<file path="src/hdl/soundIoPkg.sv">
package soundIoPkg;

  ////////////////////////////////////////
  // bus types
  ////////////////////////////////////////

  typedef logic [15:0] busAddr_t;
  typedef logic [7:0]  busData_t;

  // one CPU bus cycle as seen by the sound side
  typedef struct packed {
    busAddr_t addr;
    busData_t data;
    logic     we;
  } busWrite_t;

  // board variant
  typedef enum logic [1:0] {
    gameBattlezone,
    gameRedBaron,
    gameTempest
  } gameSel_t;

  // main output latch at 1840h with msb first
  typedef struct packed {
    logic       motorA;
    logic       spare;
    logic       soundEnable;
    logic       motorB;
    logic [3:0] triggers;
  } outLatch_t;

  typedef logic [15:0] lfsr_t;

  ////////////////////////////////////////
  // decode addresses
  ////////////////////////////////////////

  localparam busAddr_t mainLatchAddr     = 16'h1840;
  localparam busAddr_t redBaronLatchAddr = 16'h1808;
  localparam busAddr_t pokeyBzBase       = 16'h1820;
  localparam busAddr_t pokeyRbBase       = 16'h1810;
  localparam busAddr_t pokeyTempest1Base = 16'h60C0;
  localparam busAddr_t pokeyTempest2Base = 16'h60D0;
  localparam busAddr_t pokeyWindow       = 16'h0010;

  // nmi cadence, counted in nmi ticks
  localparam logic [3:0] nmiPeriodTicks = 4'd14;
  localparam logic [3:0] nmiRaiseTick   = 4'd12;

endpackage

</file>
<file path="src/hdl/timingGen.sv">
`timescale 1ns/1ps

module timingGen import soundIoPkg::*; #(
  parameter int cpuDivLog2  = 4,
  parameter int tickDivLog2 = 14
) (
  input  logic clk,
  input  logic rst,
  output logic cpuEn,
  output logic noiseEn,
  output logic nmi
);

  ////////////////////////////////////////
  // free-running dividers
  ////////////////////////////////////////

  logic [cpuDivLog2-1:0]  cpuCnt;
  logic [tickDivLog2-1:0] tickCnt;
  // noise runs at twice the nmi tick rate
  logic [tickDivLog2-2:0] noiseCnt;
  logic                   nmiTick;

  always_ff @(posedge clk) begin
    if (rst) begin
      cpuCnt   <= '0;
      tickCnt  <= '0;
      noiseCnt <= '0;
    end else begin
      cpuCnt   <= cpuCnt + 1'b1;
      tickCnt  <= tickCnt + 1'b1;
      noiseCnt <= noiseCnt + 1'b1;
    end
  end

  // one-clock pulses on the terminal count
  assign cpuEn   = &cpuCnt;
  assign nmiTick = &tickCnt;
  assign noiseEn = &noiseCnt;

  ////////////////////////////////////////
  // nmi timer
  ////////////////////////////////////////

  logic [3:0] nmiCnt;

  // 14 ticks per period with nmi held for the tick after count 12
  always_ff @(posedge clk) begin
    if (rst) begin
      nmiCnt <= '0;
      nmi    <= 1'b0;
    end else if (nmiTick) begin
      nmi <= (nmiCnt == nmiRaiseTick);
      if (nmiCnt == nmiPeriodTicks - 1'b1) begin
        nmiCnt <= '0;
      end else begin
        nmiCnt <= nmiCnt + 1'b1;
      end
    end
  end

  // nmi level only moves on the clock following a tick
  nmiOnTickOnly: assert property (
    @(posedge clk) disable iff (rst)
    !$past(nmiTick) |-> $stable(nmi)
  ) else $error("nmi changed without an nmi tick");

endmodule

</file>
<file path="src/hdl/soundBusPort.sv">
`timescale 1ns/1ps

module soundBusPort import soundIoPkg::*; (
  input  logic      clk,
  input  logic      rst,
  input  logic      cpuEn,
  input  busWrite_t bus,
  input  gameSel_t  gameSel,
  output outLatch_t mainLatch,
  output busData_t  audioSel,
  output logic      pokey1SelN,
  output logic      pokey2SelN
);

  // true when addr falls in [base, base + pokeyWindow)
  function automatic logic inWindow(input busAddr_t addr, input busAddr_t base);
    logic aboveBase;
    logic belowTop;
    aboveBase = (addr >= base);
    belowTop  = (addr < base + pokeyWindow);
    return aboveBase && belowTop;
  endfunction

  ////////////////////////////////////////
  // write decode
  ////////////////////////////////////////

  logic     writeStrobe;
  logic     mainHit;
  logic     redBaronHit;
  busData_t redBaronLatch;

  // writes only count on the cpu enable
  assign writeStrobe = cpuEn && bus.we;
  assign mainHit     = writeStrobe && (bus.addr == mainLatchAddr);
  assign redBaronHit = writeStrobe && (bus.addr == redBaronLatchAddr);

  always_ff @(posedge clk) begin
    if (rst) begin
      mainLatch <= '0;
    end else if (mainHit) begin
      mainLatch <= outLatch_t'(bus.data);
    end
  end

  always_ff @(posedge clk) begin
    if (rst) begin
      redBaronLatch <= '0;
    end else if (redBaronHit) begin
      redBaronLatch <= bus.data;
    end
  end

  // red baron reads back its own latch
  assign audioSel = (gameSel == gameRedBaron) ? redBaronLatch : busData_t'(mainLatch);

  ////////////////////////////////////////
  // pokey chip selects
  ////////////////////////////////////////

  busAddr_t pokey1Base;

  always_comb begin
    case (gameSel)
      gameRedBaron: pokey1Base = pokeyRbBase;
      gameTempest:  pokey1Base = pokeyTempest1Base;
      default:      pokey1Base = pokeyBzBase;
    endcase
  end

  assign pokey1SelN = !inWindow(bus.addr, pokey1Base);

  // second pokey only exists on tempest
  // other boards hold the select low
  assign pokey2SelN = (gameSel == gameTempest) ? !inWindow(bus.addr, pokeyTempest2Base)
                                               : 1'b0;

  ////////////////////////////////////////
  // checks
  ////////////////////////////////////////

  latchOnCpuEn: assert property (
    @(posedge clk) disable iff (rst)
    !$past(cpuEn) |-> ($stable(mainLatch) && $stable(redBaronLatch))
  ) else $error("output latch changed outside a cpu cycle");

endmodule

</file>
<file path="src/hdl/discreteSound.sv">
`timescale 1ns/1ps

module discreteSound import soundIoPkg::*; (
  input  logic       clk,
  input  logic       rst,
  input  logic       noiseEn,
  input  outLatch_t  mainLatch,
  output logic       ampSd,
  output logic [7:0] soundCtrl
);

  logic  soundEnable;
  lfsr_t lfsr;
  logic  feedback;
  logic  noiseOut0;
  logic  noiseOut1;
  logic  toggle0;
  logic  toggle1;

  assign soundEnable = mainLatch.soundEnable;
  // amp shutdown follows the enable bit directly
  assign ampSd = soundEnable;

  ////////////////////////////////////////
  // noise lfsr
  ////////////////////////////////////////

  assign feedback = ~(lfsr[3] ^ lfsr[14]);

  // held at zero while sound is off
  always_ff @(posedge clk) begin
    if (rst) begin
      lfsr <= '0;
    end else if (noiseEn) begin
      if (!soundEnable) begin
        lfsr <= '0;
      end else begin
        lfsr <= {lfsr[14:0], feedback};
      end
    end
  end

  // toggle taps
  assign noiseOut0 = lfsr[15];
  assign noiseOut1 = !(&lfsr[14:11]);

  always_ff @(posedge clk) begin
    if (rst) begin
      toggle0 <= 1'b0;
      toggle1 <= 1'b0;
    end else if (noiseEn) begin
      if (noiseOut0) begin
        toggle0 <= ~toggle0;
      end
      if (noiseOut1) begin
        toggle1 <= ~toggle1;
      end
    end
  end

  ////////////////////////////////////////
  // discrete port, active low
  ////////////////////////////////////////

  always_comb begin
    soundCtrl[0] = ~mainLatch.triggers[3];
    soundCtrl[1] = ~mainLatch.triggers[2];
    soundCtrl[2] = ~toggle0;
    soundCtrl[3] = ~mainLatch.triggers[1];
    soundCtrl[4] = ~mainLatch.triggers[0];
    soundCtrl[5] = ~toggle1;
    // motors parked while sound is disabled
    if (soundEnable) begin
      soundCtrl[6] = ~mainLatch.motorA;
      soundCtrl[7] = ~mainLatch.motorB;
    end else begin
      soundCtrl[6] = 1'b1;
      soundCtrl[7] = 1'b1;
    end
  end

  ////////////////////////////////////////
  // checks
  ////////////////////////////////////////

  lfsrClearedWhenOff: assert property (
    @(posedge clk) disable iff (rst)
    ($past(noiseEn) && !$past(soundEnable)) |-> (lfsr == '0)
  ) else $error("lfsr running with sound disabled");

endmodule

</file>
<file path="src/hdl/arcadeSoundIo.sv">
`timescale 1ns/1ps

module arcadeSoundIo import soundIoPkg::*; #(
  parameter int cpuDivLog2  = 4,
  parameter int tickDivLog2 = 14
) (
  input  logic       clk,
  input  logic       rst,
  input  busWrite_t  bus,
  input  gameSel_t   gameSel,
  output logic       nmi,
  output logic       cpuEn,
  output logic       pokey1SelN,
  output logic       pokey2SelN,
  output busData_t   audioSel,
  output logic       ampSd,
  output logic [7:0] soundCtrl
);

  logic      noiseEn;
  outLatch_t mainLatch;

  ////////////////////////////////////////
  // clock enables and nmi
  ////////////////////////////////////////

  timingGen #(
    .cpuDivLog2  (cpuDivLog2),
    .tickDivLog2 (tickDivLog2)
  ) i_timingGen (
    .clk     (clk),
    .rst     (rst),
    .cpuEn   (cpuEn),
    .noiseEn (noiseEn),
    .nmi     (nmi)
  );

  // cpu writes into latches and pokey selects
  soundBusPort i_soundBusPort (
    .clk        (clk),
    .rst        (rst),
    .cpuEn      (cpuEn),
    .bus        (bus),
    .gameSel    (gameSel),
    .mainLatch  (mainLatch),
    .audioSel   (audioSel),
    .pokey1SelN (pokey1SelN),
    .pokey2SelN (pokey2SelN)
  );

  ////////////////////////////////////////
  // discrete sound port
  ////////////////////////////////////////

  discreteSound i_discreteSound (
    .clk       (clk),
    .rst       (rst),
    .noiseEn   (noiseEn),
    .mainLatch (mainLatch),
    .ampSd     (ampSd),
    .soundCtrl (soundCtrl)
  );

endmodule

</file>
<file path="config.mk">
export PLATFORM = sky130hd
export DESIGN_NAME = arcadeSoundIo
export DESIGN_NICKNAME = d
export VERILOG_FILES = /design/src/hdl/soundIoPkg.sv /design/src/hdl/timingGen.sv /design/src/hdl/soundBusPort.sv /design/src/hdl/discreteSound.sv /design/src/hdl/arcadeSoundIo.sv
export SDC_FILE = /design/constraint.sdc
export NUM_CORES = 1
export LEC_CHECK = 0
export BUFFER_PORTS_ARGS = -buffer_cell sky130_fd_sc_hd__buf_2
export CAP_MARGIN = 20
export CORE_AREA = 2 2 109 111
export DETAILED_ROUTE_END_ITERATION = 16
export DIE_AREA = 0 0 111 113
export PLACE_DENSITY_LB_ADDON = 0.2
export REMOVE_ABC_BUFFERS = 1
export SLEW_MARGIN = 10
export SYNTH_ARGS = -nofsm -noshare
export SYNTH_HDL_FRONTEND = slang
export SYNTH_SLANG_ARGS = --single-unit
</file>
<file path="constraint.sdc">
create_clock -name clk -period 4 [get_ports clk]
set_input_delay 1.2 -clock clk [delete_from_list [all_inputs] [get_ports clk]]
set_output_delay 1.2 -clock clk [all_outputs]
set_load 0.005 [all_outputs]
</file>
==> run metrics <==
Comb pwr share 0.043; drt initial violations 168; IO Port Bufs 49; clock buffer depth 2; NetSw 350 uW; Fill cells 1189; Max VDD drop 0.230 mV; share of post-route cells with drive strength above 1 0.180; class of the worst hold path flip-flop to flip-flop; Leak 0.00153 uW; reg2reg setup slack 2.13 ns; reg-to-reg critical path endpoint i_discreteSound.lfsr[10]; initial antenna violation count 0; gpl congestion 0.820; vias per cell 4.86; startpoint types input port; cells on worst reg2reg path 5; I/O pin count 50; Post-Syn Area per Cell 8.49 um2; CTS Hold Bufs 0; hold_ws 0.451 ns; setup tns final 0 ns; most frequent cells in the layout 70 x dfxtp_1, 49 x buf_2, 45 x nand3_1; cells after synthesis 394; Layout Skew 0.00793 ns; Starting Density 0.297; Post-synth top flop dfxtp_1; final setup fails 0; Die Y 113 um; FF+latch count, synth 70; max cap viols 0; GRT Residual Overflow 0; ANT cells 0; status complete, no violations; cell accounting for the most synthesized area dfxtp_1; max-slew violation count 0; DP Wirelength 5190 um; antenna-violating nets left 0; Rel. slew slack 0.601; RSZ-0062 raised after global routing no; Internal Pwr Total 1450 uW; r2r startpoint i_timingGen.noiseCnt[0]; fin crit share 0.959; Reg power frac 0.396; Tmin final 3.84 ns; Final Hold Fails 0; Total Routing Usage GR 0.124; nets 486; Worst Tran Pin Value 0.597 ns; Area growth, synth to finish 22.0%; Hold Path Depth 2; Detailed Routing Iterations Pass 1 4; TritonCTS Sinks 70; first-pass GRT wire length 12900 um; Clock transition at path regs 0.05 ns; pin count of the biggest net entering global routing 29; CTS Buf Count 9; htree depth 3; Async S/R FF share, synth 0; Hold Crit Endpoint i_discreteSound.lfsr[4]; Distinct cells, synth 43; Post-CTS Setup Bufs 0; Yosys warnings 0; Die Width 111 um; synth top area cells dfxtp_1 42%, ha_1 6.7%, nand3_1 6.7%; total number of vias 2854; CTS tree built; critical path endpoint category output pin; CTS Root Cell clkbuf_16; commonest non-fill, non-tap cell in the layout dfxtp_1; f_max 261 MHz; Worst EP arrival 2.64 ns; vias in the first global route 2773; path type of the worst setup path input port to output pin; Hold Crit Start i_discreteSound.lfsr[4]; Clk pwr share 0.561; Synth top area share 0.419; Die Area 12500 um2; number of core rows 39; Req. time, crit path 2.80 ns; CP Max Fanout 2; Sw Share 0.195; post-synthesis sequential area ratio 0.419; DRC 0; Post-Syn Area 3350 um2; Routed WL 7320 um; WL/cell 12.5 um; PD cells 440 nW/um2; Worst-Skew Late Latency 0.33 ns; number of synthesized flops with an enable pin 0; core area 11300 um2
[flip-flops by register name, indices dropped and copies added, names as in the netlist]
| register | flops |
|---|---|
| i_discreteSound.lfsr | 16 |
| i_discreteSound.toggle0 | 1 |
| i_discreteSound.toggle1 | 1 |
| i_soundBusPort.mainLatch | 8 |
| i_soundBusPort.redBaronLatch | 8 |
| i_timingGen.cpuCnt | 4 |
| i_timingGen.nmi | 1 |
| i_timingGen.nmiCnt | 4 |
| i_timingGen.noiseCnt | 13 |
| i_timingGen.tickCnt | 14 |
[kinds of logic (layout without fill, tap and decap cells)]
family	after synthesis	after routing	share of synthesized area
adders and majority gates	18	18	0.0673
AOI/OAI and AO/OA	67	67	0.109
DFF	70	70	0.419
buffers and inverters	40	90	0.0561
muxes	4	4	0.0135
and+or+nand+nor	167	167	0.262
xor gates and xnor gates	28	28	0.0733
[worst max-delay path: stages]
cell and delay (ns):
buf_2 0.10, inv_1 0.06, ha_1 0.27, inv_1 0.04, ha_1 0.28, nor2b_1 0.13, a221oi_1 0.24, o21ai_0 0.12
nand3_1 0.09, buf_2 0.11
[power groups by stage]
stage / sequential, uW / clock [uW] / combinational (uW)
floorplan: 726 / 0 / 35.6
global placement: 727 / 0 / 75.5
detailed placement: 727 / 0 / 77.9
CTS: 712 / 1030 / 78.5
global route: 712 / 1050 / 89.4
finish: 712 / 1010 / 77.4
[repair_timing]
action | CTS | global route
resized for setup | 0 | 1
endpoints found under the setup margin | 0 | 1
endpoints found under the hold margin | 0 | 0
[through the flow]
step                power, uW  setup WS (ns)  std cells  cell area (um2)  utilization
floorplan                 761          0.394        373             3230            -
global placement          802          0.159        571             3700        0.328
detailed placement        805         0.0870        571             3700        0.328
CTS                      1820         0.0892        587             4080        0.362
global route             1860         0.0144        587             4080        0.362
finish                   1800          0.162        587             4080        0.362
[Yosys cell counts (2+ instances only)]
| cell type | number |
|---|---|
| nand4b_1 | 2 |
| clkbuf_8 | 2 |
| a21oi_1 | 36 |
| xor2_1 | 12 |
| nor3_1 | 6 |
| nand3_1 | 45 |
| buf_2 | 5 |
| o21ai_0 | 23 |
| and4_1 | 6 |
| and3_1 | 5 |
| nand4_1 | 12 |
| nor4_1 | 4 |
| inv_1 | 19 |
| nor2b_1 | 6 |
| clkbuf_1 | 12 |
| xnor2_1 | 16 |
| nand2_1 | 33 |
| dfxtp_1 | 70 |
| ha_1 | 18 |
| mux2_2 | 4 |
| nor2_1 | 36 |
[how the worst max path moves through the flow]
stage                     slack [ns]  cells after the start  startpoint          to
after floorplan                 0.39                      8  gameSel[1]  pokey1SelN
after global placement          0.16                     10  gameSel[0]  pokey1SelN
after detailed placement        0.09                      9  gameSel[0]  pokey1SelN
after CTS                       0.09                      9  gameSel[0]  pokey1SelN
after global routing            0.01                      9  gameSel[0]  pokey1SelN
final                           0.16                     10  gameSel[0]  pokey1SelN
[per-layer routing]
metal / part of all wire / track usage / up-vias
met1: 0.48 / 0.154 / 1328
met5: 0 / 0 / -
met4: 0.015 / 0.0450 / 0
met3: 0.041 / 0.0375 / 10
met2: 0.46 / 0.206 / 46
li1: - / - / 1470
[area by class of cell]
class,count,area (um2),share of cell area
multi-input cells,284,1760,0.431
flip-flops and latches,70,1400,0.343
repair buffers,55,290,0.0711
clock buffers,11,253,0.0619
well taps,143,179,0.0438
clock inverters,5,129,0.0316
inverters,19,71.3,0.0175
(Power assumes the default switching activity.)
